## src/hw/icc_pkg.sv

```systemverilog
// Shared geometry, state/op encodings and port structs of the L2 maintenance controller; imported where used.
package icc_pkg;

  // ==========================================================================
  // cache geometry defaults
  // ==========================================================================
  parameter int IDX_W      = 4;
  parameter int WAYS       = 4;
  parameter int TAG_W      = 8;
  parameter int WORD_W     = 32;
  parameter int LINE_WORDS = 4;

  // derived field widths
  parameter int WAY_W      = $clog2(WAYS);
  parameter int OFF_W      = $clog2(LINE_WORDS);
  parameter int MID_W      = 3;

  typedef enum logic [1:0] {
    ICC_INV_ALL  = 2'd0,
    ICC_CLN_ALL  = 2'd1,
    ICC_DCA_TAG  = 2'd2,
    ICC_DCA_DATA = 2'd3
  } icc_op_e;

  typedef enum logic [3:0] {
    S_IDLE        = 4'd0,
    S_INV         = 4'd1,
    S_TAG_RD      = 4'd2,
    S_TAG_FLOP    = 4'd3,
    S_STATUS_UPDT = 4'd4,
    S_DIRTY_CHECK = 4'd5,
    S_DATA_RD     = 4'd6,
    S_DATA_FLOP   = 4'd7,
    S_WAIT_RDL    = 4'd8,
    S_DCA_RDY     = 4'd9,
    S_DCA_CMPLT   = 4'd10
  } icc_state_e;

  // ==========================================================================
  // port structs
  // ==========================================================================
  typedef struct packed {
    logic             valid;
    icc_op_e          op;
    logic [WAY_W-1:0] way;
    logic [IDX_W-1:0] index;
    logic [OFF_W-1:0] offset;
    logic [MID_W-1:0] mid;
  } icc_req_t;

  typedef struct packed {
    logic             req;
    logic             write;
    logic [IDX_W-1:0] index;
    logic             clr_vld;
    logic             clr_dirty;
    logic [WAYS-1:0]  way_mask;
  } tag_ram_req_t;

  // read result, held until the next read
  typedef struct packed {
    logic                       grant;
    logic [WAYS-1:0][TAG_W-1:0] tag;
    logic [WAYS-1:0]            vld;
    logic [WAYS-1:0]            dirty;
  } tag_ram_rsp_t;

  typedef struct packed {
    logic             req;
    logic [WAY_W-1:0] way;
    logic [IDX_W-1:0] index;
  } data_ram_req_t;

  // write-back address is tag then set index
  typedef struct packed {
    logic                   valid;
    logic [TAG_W+IDX_W-1:0] addr;
    logic [MID_W-1:0]       mid;
  } rdl_req_t;

  typedef struct packed {
    logic              cmplt;
    logic [WORD_W-1:0] data;
  } dca_rsp_t;

endpackage

```

## src/hw/icc_req_capture.sv

```systemverilog
// Request front end: raises ready for an idle controller and holds the accepted request fields.
`timescale 1ns/1ns

module icc_req_capture #(
  parameter int IDX_W = icc_pkg::IDX_W,
  parameter int WAYS  = icc_pkg::WAYS
) (
  input  logic                      icc_fsm_clk,
  input  logic                      cpurst_b,
  input  icc_pkg::icc_req_t         req,
  input  logic                      idle,
  input  logic                      pipeline_rdy,
  output logic                      ready,
  output icc_pkg::icc_op_e          cur_op,
  output logic [$clog2(WAYS)-1:0]   cur_way,
  output logic [IDX_W-1:0]          cur_index,
  output logic [icc_pkg::OFF_W-1:0] cur_offset,
  output logic [icc_pkg::MID_W-1:0] cur_mid
);
  import icc_pkg::*;

  icc_op_e op_q;

  // accepted in this very cycle
  assign ready = req.valid & idle & pipeline_rdy;

  // the fsm branches on the op during the acceptance cycle,
  // so the incoming op is passed straight through then
  assign cur_op = ready ? req.op : op_q;

  always_ff @(posedge icc_fsm_clk or negedge cpurst_b)
  begin
    if (!cpurst_b)
      op_q <= ICC_INV_ALL;
    else if (ready)
      op_q <= req.op;
  end

  // address fields and master id
  always_ff @(posedge icc_fsm_clk)
  begin
    if (ready)
    begin
      cur_way    <= req.way;
      cur_index  <= req.index;
      cur_offset <= req.offset;
      cur_mid    <= req.mid;
    end
  end

endmodule

```

## src/hw/icc_fsm.sv

```systemverilog
// Sequencing FSM of the maintenance controller, with the set-index sweep counter and last-set detect.
`timescale 1ns/1ns

module icc_fsm #(
  parameter int IDX_W = icc_pkg::IDX_W
) (
  input  logic                icc_fsm_clk,
  input  logic                cpurst_b,
  input  logic                accept,
  input  icc_pkg::icc_op_e    op,
  input  logic                tag_grant,
  input  logic                data_grant,
  input  logic                rdl_ready,
  input  logic                have_dirty,
  output icc_pkg::icc_state_e state,
  output logic [IDX_W-1:0]    sweep_index,
  output logic                idle,
  output logic                sweep_cmplt
);
  import icc_pkg::*;

  icc_state_e next_state;
  logic       is_clean;
  logic       sweep_start;
  logic       index_step;
  logic       last_set;

  assign is_clean = (op == ICC_CLN_ALL);

  // ==========================================================================
  // state register and next state
  // ==========================================================================
  always_ff @(posedge icc_fsm_clk or negedge cpurst_b)
  begin
    if (!cpurst_b)
      state <= S_IDLE;
    else
      state <= next_state;
  end

  always_comb
  begin
    next_state = state;
    case (state)
      S_IDLE:
      begin
        if (accept)
        begin
          case (op)
            ICC_INV_ALL:  next_state = S_INV;
            ICC_DCA_DATA: next_state = S_DATA_RD;
            default:      next_state = S_TAG_RD;
          endcase
        end
      end
      // one granted write per set
      S_INV:
      begin
        if (tag_grant && last_set)
          next_state = S_IDLE;
      end
      S_TAG_RD:
      begin
        if (tag_grant)
          next_state = S_TAG_FLOP;
      end
      // tag result is valid here
      S_TAG_FLOP:    next_state = is_clean ? S_STATUS_UPDT : S_DCA_RDY;
      S_STATUS_UPDT:
      begin
        if (tag_grant)
          next_state = S_DIRTY_CHECK;
      end
      S_DIRTY_CHECK:
      begin
        if (have_dirty)
          next_state = S_DATA_RD;
        else if (last_set)
          next_state = S_IDLE;
        else
          next_state = S_TAG_RD;
      end
      S_DATA_RD:
      begin
        if (data_grant)
          next_state = S_DATA_FLOP;
      end
      S_DATA_FLOP:   next_state = is_clean ? S_WAIT_RDL : S_DCA_RDY;
      // back-pressure just holds here
      S_WAIT_RDL:
      begin
        if (rdl_ready)
          next_state = S_DIRTY_CHECK;
      end
      S_DCA_RDY:     next_state = S_DCA_CMPLT;
      S_DCA_CMPLT:   next_state = S_IDLE;
      default:       next_state = S_IDLE;
    endcase
  end

  // ==========================================================================
  // sweep index
  // ==========================================================================
  assign sweep_start = accept && (op == ICC_INV_ALL || is_clean);
  assign index_step  = (state == S_INV && tag_grant) ||
                       (state == S_DIRTY_CHECK && !have_dirty);
  assign last_set    = &sweep_index;

  always_ff @(posedge icc_fsm_clk or negedge cpurst_b)
  begin
    if (!cpurst_b)
      sweep_index <= '0;
    else if (sweep_start)
      sweep_index <= '0;
    else if (index_step)
      sweep_index <= sweep_index + 1'b1;
  end

  assign idle        = (state == S_IDLE);
  // finishing the all-ones set ends the sweep
  assign sweep_cmplt = index_step && last_set;

endmodule

```

## src/hw/icc_dirty_scan.sv

```systemverilog
// Clean-all way status: tracks valid dirty ways of the set, picks the next one and holds its write-back address.
`timescale 1ns/1ns

module icc_dirty_scan #(
  parameter int WAYS  = icc_pkg::WAYS,
  parameter int TAG_W = icc_pkg::TAG_W,
  parameter int IDX_W = icc_pkg::IDX_W
) (
  input  logic                      icc_fsm_clk,
  input  logic                      cpurst_b,
  input  icc_pkg::icc_state_e       state,
  input  icc_pkg::tag_ram_rsp_t     tag_rsp,
  input  logic                      data_grant,
  input  logic [IDX_W-1:0]          sweep_index,
  input  logic [icc_pkg::MID_W-1:0] mid,
  output logic                      have_dirty,
  output logic [$clog2(WAYS)-1:0]   dirty_way,
  output icc_pkg::rdl_req_t         rdl
);
  import icc_pkg::*;

  localparam int WAY_W = $clog2(WAYS);

  logic [WAYS-1:0]        wb_mask;
  logic                   status_load;
  logic                   way_taken;
  logic [TAG_W+IDX_W-1:0] wb_addr;

  assign status_load = (state == S_STATUS_UPDT);
  assign way_taken   = (state == S_DATA_RD) && data_grant;

  // ways still waiting for write-back in this set
  always_ff @(posedge icc_fsm_clk or negedge cpurst_b)
  begin
    if (!cpurst_b)
      wb_mask <= '0;
    else if (status_load)
      wb_mask <= tag_rsp.vld & tag_rsp.dirty;
    else if (way_taken)
      wb_mask[dirty_way] <= 1'b0;
  end

  assign have_dirty = |wb_mask;

  // fixed priority, highest numbered way first
  always_comb
  begin
    dirty_way = '0;
    for (int w = 0; w < WAYS; w++)
    begin
      if (wb_mask[w])
        dirty_way = WAY_W'(w);
    end
  end

  // ==========================================================================
  // write-back address
  // ==========================================================================
  // tag result is still held from the set read
  always_ff @(posedge icc_fsm_clk)
  begin
    if (way_taken)
      wb_addr <= {tag_rsp.tag[dirty_way], sweep_index};
  end

  assign rdl = '{
    valid: (state == S_WAIT_RDL),
    addr:  wb_addr,
    mid:   mid
  };

endmodule

```

## src/hw/icc_ram_ctrl.sv

```systemverilog
// Tag and data RAM command decode from the controller state and the captured request.
`timescale 1ns/1ns

module icc_ram_ctrl #(
  parameter int IDX_W = icc_pkg::IDX_W,
  parameter int WAYS  = icc_pkg::WAYS
) (
  input  icc_pkg::icc_state_e     state,
  input  icc_pkg::icc_op_e        op,
  input  logic [IDX_W-1:0]        sweep_index,
  input  logic [IDX_W-1:0]        cur_index,
  input  logic [$clog2(WAYS)-1:0] cur_way,
  input  logic [$clog2(WAYS)-1:0] dirty_way,
  output icc_pkg::tag_ram_req_t   tag_req,
  output icc_pkg::data_ram_req_t  data_req
);
  import icc_pkg::*;

  logic             sweep_op;
  logic             tag_wr;
  logic [IDX_W-1:0] ram_index;
  logic [WAYS-1:0]  dca_way_mask;

  // maintenance sweeps walk the counter, dca uses the request index
  assign sweep_op     = (op == ICC_INV_ALL) || (op == ICC_CLN_ALL);
  assign ram_index    = sweep_op ? sweep_index : cur_index;
  assign dca_way_mask = WAYS'(1) << cur_way;

  // invalidate writes in S_INV, clean writes in S_STATUS_UPDT
  assign tag_wr = (state == S_INV) || (state == S_STATUS_UPDT);

  // clean drops dirty across the set while the held read result
  // still carries the dirty bits the write-backs are taken from
  assign tag_req = '{
    req:       (state == S_TAG_RD) || tag_wr,
    write:     tag_wr,
    index:     ram_index,
    clr_vld:   (state == S_INV),
    clr_dirty: tag_wr,
    way_mask:  sweep_op ? {WAYS{1'b1}} : dca_way_mask
  };

  assign data_req = '{
    req:   (state == S_DATA_RD),
    way:   (op == ICC_CLN_ALL) ? dirty_way : cur_way,
    index: ram_index
  };

endmodule

```

## src/hw/icc_dca_read.sv

```systemverilog
// Direct cache access result: forms the tag or data word and registers it for the completion cycle.
`timescale 1ns/1ns

module icc_dca_read #(
  parameter int TAG_W = icc_pkg::TAG_W,
  parameter int WAYS  = icc_pkg::WAYS
) (
  input  logic                                                 icc_fsm_clk,
  input  logic                                                 cpurst_b,
  input  icc_pkg::icc_state_e                                  state,
  input  icc_pkg::icc_op_e                                     op,
  input  logic [$clog2(WAYS)-1:0]                              cur_way,
  input  logic [icc_pkg::OFF_W-1:0]                            cur_offset,
  input  icc_pkg::tag_ram_rsp_t                                tag_rsp,
  input  logic [icc_pkg::LINE_WORDS-1:0][icc_pkg::WORD_W-1:0] data_line,
  output icc_pkg::dca_rsp_t                                    dca
);
  import icc_pkg::*;

  logic [TAG_W-1:0]  way_tag;
  logic [WORD_W-1:0] tag_word;
  logic [WORD_W-1:0] rd_word;
  logic [WORD_W-1:0] rd_word_q;

  // dirty, valid, then tag from bit 0
  assign way_tag  = tag_rsp.tag[cur_way];
  assign tag_word = {{(WORD_W-TAG_W-2){1'b0}},
                     tag_rsp.dirty[cur_way],
                     tag_rsp.vld[cur_way],
                     way_tag};

  assign rd_word = (op == ICC_DCA_TAG) ? tag_word : data_line[cur_offset];

  always_ff @(posedge icc_fsm_clk or negedge cpurst_b)
  begin
    if (!cpurst_b)
      rd_word_q <= '0;
    else if (state == S_DCA_RDY)
      rd_word_q <= rd_word;
  end

  assign dca = '{
    cmplt: (state == S_DCA_CMPLT),
    data:  rd_word_q
  };

endmodule

```

## src/hw/l2c_icc_top.sv

```systemverilog
// Top level of the L2 maintenance controller; connects request capture, FSM, dirty scan, RAM control and DCA read.
`timescale 1ns/1ns

module l2c_icc_top #(
  parameter int IDX_W = icc_pkg::IDX_W,
  parameter int WAYS  = icc_pkg::WAYS,
  parameter int TAG_W = icc_pkg::TAG_W
) (
  input  logic                                                 icc_fsm_clk,
  input  logic                                                 cpurst_b,
  input  icc_pkg::icc_req_t                                    req,
  input  logic                                                 pipeline_rdy,
  input  icc_pkg::tag_ram_rsp_t                                tag_rsp,
  input  logic                                                 data_grant,
  input  logic [icc_pkg::LINE_WORDS-1:0][icc_pkg::WORD_W-1:0] data_line,
  input  logic                                                 rdl_ready,
  output logic                                                 ready,
  output logic                                                 idle,
  output logic                                                 sweep_cmplt,
  output icc_pkg::dca_rsp_t                                    dca,
  output icc_pkg::tag_ram_req_t                                tag_req,
  output icc_pkg::data_ram_req_t                               data_req,
  output icc_pkg::rdl_req_t                                    rdl
);
  import icc_pkg::*;

  icc_state_e              state;
  icc_op_e                 cur_op;
  logic [$clog2(WAYS)-1:0] cur_way;
  logic [IDX_W-1:0]        cur_index;
  logic [OFF_W-1:0]        cur_offset;
  logic [MID_W-1:0]        cur_mid;
  logic [IDX_W-1:0]        sweep_index;
  logic                    have_dirty;
  logic [$clog2(WAYS)-1:0] dirty_way;

  // port structs are sized by the package geometry
  if (IDX_W != icc_pkg::IDX_W || WAYS != icc_pkg::WAYS || TAG_W != icc_pkg::TAG_W)
  begin : g_geom_chk
    $error("l2c_icc_top: geometry parameters differ from icc_pkg");
  end

  icc_req_capture #(.IDX_W(IDX_W), .WAYS(WAYS)) u_req_capture (
    .icc_fsm_clk  (icc_fsm_clk),
    .cpurst_b     (cpurst_b),
    .req          (req),
    .idle         (idle),
    .pipeline_rdy (pipeline_rdy),
    .ready        (ready),
    .cur_op       (cur_op),
    .cur_way      (cur_way),
    .cur_index    (cur_index),
    .cur_offset   (cur_offset),
    .cur_mid      (cur_mid)
  );

  icc_fsm #(.IDX_W(IDX_W)) u_fsm (
    .icc_fsm_clk  (icc_fsm_clk),
    .cpurst_b     (cpurst_b),
    .accept       (ready),
    .op           (cur_op),
    .tag_grant    (tag_rsp.grant),
    .data_grant   (data_grant),
    .rdl_ready    (rdl_ready),
    .have_dirty   (have_dirty),
    .state        (state),
    .sweep_index  (sweep_index),
    .idle         (idle),
    .sweep_cmplt  (sweep_cmplt)
  );

  icc_dirty_scan #(.WAYS(WAYS), .TAG_W(TAG_W), .IDX_W(IDX_W)) u_dirty_scan (
    .icc_fsm_clk  (icc_fsm_clk),
    .cpurst_b     (cpurst_b),
    .state        (state),
    .tag_rsp      (tag_rsp),
    .data_grant   (data_grant),
    .sweep_index  (sweep_index),
    .mid          (cur_mid),
    .have_dirty   (have_dirty),
    .dirty_way    (dirty_way),
    .rdl          (rdl)
  );

  icc_ram_ctrl #(.IDX_W(IDX_W), .WAYS(WAYS)) u_ram_ctrl (
    .state        (state),
    .op           (cur_op),
    .sweep_index  (sweep_index),
    .cur_index    (cur_index),
    .cur_way      (cur_way),
    .dirty_way    (dirty_way),
    .tag_req      (tag_req),
    .data_req     (data_req)
  );

  icc_dca_read #(.TAG_W(TAG_W), .WAYS(WAYS)) u_dca_read (
    .icc_fsm_clk  (icc_fsm_clk),
    .cpurst_b     (cpurst_b),
    .state        (state),
    .op           (cur_op),
    .cur_way      (cur_way),
    .cur_offset   (cur_offset),
    .tag_rsp      (tag_rsp),
    .data_line    (data_line),
    .dca          (dca)
  );

endmodule

```

## config.mk

```make
export PLATFORM = sky130hd
export DESIGN_NAME = l2c_icc_top
export DESIGN_NICKNAME = d
export VERILOG_FILES = /design/src/hw/icc_pkg.sv /design/src/hw/icc_req_capture.sv /design/src/hw/icc_fsm.sv /design/src/hw/icc_dirty_scan.sv /design/src/hw/icc_ram_ctrl.sv /design/src/hw/icc_dca_read.sv /design/src/hw/l2c_icc_top.sv
export SDC_FILE = /design/constraint.sdc
export NUM_CORES = 1
export LEC_CHECK = 0
export BUFFER_PORTS_ARGS = -buffer_cell sky130_fd_sc_hd__buf_2
export CAP_MARGIN = 20
export CORE_MARGIN = 10
export CORE_UTILIZATION = 44
export DETAILED_ROUTE_END_ITERATION = 16
export PLACE_DENSITY = 0.83
export SETUP_SLACK_MARGIN = 0.15
export SLEW_MARGIN = 20
export SYNTH_ARGS = -nofsm -noshare
export SYNTH_HDL_FRONTEND = slang
export SYNTH_SLANG_ARGS = --single-unit
```

## constraint.sdc

```tcl
create_clock -name icc_fsm_clk -period 2.3 [get_ports icc_fsm_clk]
set_clock_uncertainty 0.2 [all_clocks]
set_input_delay 0.115 -clock icc_fsm_clk [delete_from_list [all_inputs] [get_ports icc_fsm_clk]]
set_output_delay 0.115 -clock icc_fsm_clk [all_outputs]
set_load 0.02 [all_outputs]
```

==> impl_metrics.tcl <==
set metrics [dict create \
    ys_warn_count 0 \
    drive_gt1_share_pct 58.6 \
    wirelength_mm 17.9 \
    cts_root_buf "clkbuf_8" \
    rsz0062_at_grt "yes" \
    port_buffers 258 \
    met1_usage_pct 26.1 \
    required_ps 1990 \
    status "complete, but fails checks" \
    worstPathArrival_ps 1990 \
    crit_type "flip-flop to output port" \
    syn_area_per_cell_um2 12.3 \
    core_um2 9370 \
    clkLatencyLatePin_ps 350 \
    clk_pin_slew_ps 80 \
    drv_cap 0 \
    drcViolationCount 0 \
    post-place-ws_ps 57.3 \
    cts.path.max_buffers 2 \
    dp_hpwl_mm 13.4 \
    yosys.cell_types.count 50 \
    syn_area_um2 4290 \
    cts_tree "yes" \
    worstSetupEndpointType "output port" \
    timing.fmax_mhz 434 \
    met2_usage_pct 41.4 \
    multi_input_area_um2 2350 \
    yosysSeqAreaShare_pct 43.0 \
    critPathMaxFanout 6 \
    grtUsageTotal_pct 23.7 \
    syn_inst 348 \
    top_usage_layer "met2" \
    die_area_um2 14100 \
    worst_slew_pin_slew_ps 699 \
    finalMaxSlewViolations 0 \
    core.rowCount 35 \
    overflow 0 \
    fin_nets 853 \
    hold_class "primary input to async pin" \
    wl_per_cell_um 22.4 \
    cp-start-kind "flip-flop" \
    violations "negative setup slack" \
    initial_utilization_pct 45.7 \
    peakVddDrop_mv 0.768 \
    mappedNetlistNets 537 \
    nFillCells 704 \
    met3_usage_pct 9.04 \
    grt_pass1_wl_mm 26.5 \
    synth-edff-count 23 \
    regArea_um2 1850 \
    ios 259 \
    synth-seq-cells 69 \
    p_per_area_nw_per_um2 1060 \
    hold_viol 0 \
    postRouteAntennaNets 0 \
    setup_ws_ps -4.83 \
    p_leak_uw 0.00315 \
    grt_max_degree 43 \
    report.final.setup_viol 2 \
    area_growth_pct 57.4 \
    viasPerCell 5.40 \
    fin_crit_ps 2300 \
    antenna_found_initial 3 \
    dieHeight_um 119 \
    hold_slack_ps 10.3 \
    clock_sinks 69 \
    max_slew_margin_pct 53.4 \
    grt_pass1_vias 4693 \
    gp_congestion 0.927 \
    synthFlopType "dfrtp_1" \
    drt_iter0_markers 343 \
    vias 4323 \
    final.period_utilization_pct 100 \
    cts.htree.levels 3 \
    die_x_um 119 \
    synthArstFlopShare_pct 66.7 \
    numCtsBuffers 9 \
    dr.pass1.iters 4 \
]
## final cells by class
cell class	count	area share (%)
clock inverter	4	0.779
antenna	2	0.0742
multi-input combinational	237	34.8
timing repair buffer	340	31.5
tap	129	2.39
clock buffer	12	2.63
inverter	7	0.445
sequential	69	27.4
## power by group
group / total [uW] / internal [uW] / switching [uW]
Clock: 1100 / 635 / 466
Sequential: 2000 / 1710 / 291
Combinational: 4030 / 1860 / 2170
Total: 7140 / 4210 / 2920
## cells in the mapped netlist, types with 9 or more instances
cell type	n	share of area, %
dfrtp_1	46	27
mux4_2	42	22
nand2_1	28	2.5
mux2i_1	25	5.8
edfxtp_1	23	16
a22o_1	22	4.5
o21ai_1	20	2.3
nor2_1	19	1.7
clkbuf_1	17	1.5
a21oi_1	13	1.5
o21ai_0	10	1.2
buf_4	9	1.6
nand2b_1	9	1.3
## final timing paths
check | startpoint | end | slack (ps) | depth (start not counted)
setup reg to reg | u_fsm.state[0]$_DFFE_PN0P_ | u_fsm.state[1]$_DFFE_PN0P_ | 160 | 7
hold reg to reg | u_dca_read.rd_word_q[8]$_DFFE_PN0N_ | u_dca_read.rd_word_q[8]$_DFFE_PN0N_ | 290 | 2
max in group asynchronous | cpurst_b | u_dca_read.rd_word_q[9]$_DFFE_PN0N_ | 1140 | 3
setup / recovery | u_fsm.state[1]$_DFFE_PN0P_ | data_req[2] | -5 | 5
min in group icc_fsm_clk | data_line[111] | u_dca_read.rd_word_q[15]$_DFFE_PN0N_ | 10 | 3
hold / removal | cpurst_b | u_fsm.sweep_index[1]$_DFFE_PN0P_ | 10 | 2
## cell families (layout without fill, tap and decap cells)
family                   after synthesis  after routing  share of synthesized area (%)
flip-flops                            69             69                           43.0
multiplexers                          75             75                           30.1
adder cells (fa/ha/maj)                1              1                          0.292
AND/OR/NAND/NOR                       76             76                           8.61
AO/OA/AOI/OAI                         81             81                           12.5
XOR/XNOR                               4              4                          0.817
buffers and inverters                 42            363                           4.67
other                                  0              2                              0
## registers in the layout, indices dropped and copies added, names as in the netlist
| signal | cells |
|---|---|
| u_dca_read.rd_word_q | 32 |
| u_dirty_scan.wb_addr | 12 |
| u_dirty_scan.wb_mask | 4 |
| u_fsm.state | 4 |
| u_fsm.sweep_index | 4 |
| u_req_capture.cur_index | 4 |
| u_req_capture.cur_mid | 3 |
| u_req_capture.cur_offset | 2 |
| u_req_capture.cur_way | 2 |
| u_req_capture.op_q | 2 |
## worst max-delay path, cell delays in order, from the launching register on
cell      delay (ps)
dfrtp_2          400
and4bb_2         340
nand2_4           80
mux2_4           350
mux2_2           310
buf_4            170
## layer usage
metal  vias to the layer above  wire, um
met3                        27      1760
met2                       262      9240
met4                         2       396
met5                         -        13
li1                       1977         -
met1                      2055      6530
## cell usage in the layout (no fill, tap or decap), types with 3 or more instances in the layout
cell type	count
buf_4	42
dfrtp_1	41
nor2_1	16
buf_6	6
xnor2_1	4
mux4_2	42
nand2_1	28
mux2i_2	4
mux2_2	6
buf_2	246
inv_1	5
clkbuf_8	9
edfxtp_1	23
mux2i_1	20
clkbuf_16	3
a22o_1	22
a21oi_1	13
dfrtp_2	5
nand2b_1	8
o21ai_1	18
buf_12	3
o21ai_0	10
dlygate4sd3_1	41
## through the flow
stage,total power (uW),TNS (ps),instance area (um2),util [%],cells
5_1_grt,7540,-399,6740,72.0,799
4_1_cts,6810,0,6540,69.8,785
3_5_place_dp,5370,0,5760,61.5,719
3_3_place_gp,5260,0,5760,61.5,719
6_report,7140,-7.82,6750,72.0,800
2_1_floorplan,4250,0,4300,-,348
## what timing repair did
item / CTS / global route
hold buffers: 41 / 0
gates resized for setup: 21 / 29
setup endpoints to repair: 19 / 52
endpoints found under the hold margin: 77 / 0
setup buffers: 9 / 10
gates cloned: 0 / 3
pin swaps: 4 / 2
No activity file was read; power rests on OpenSTA's default activity.
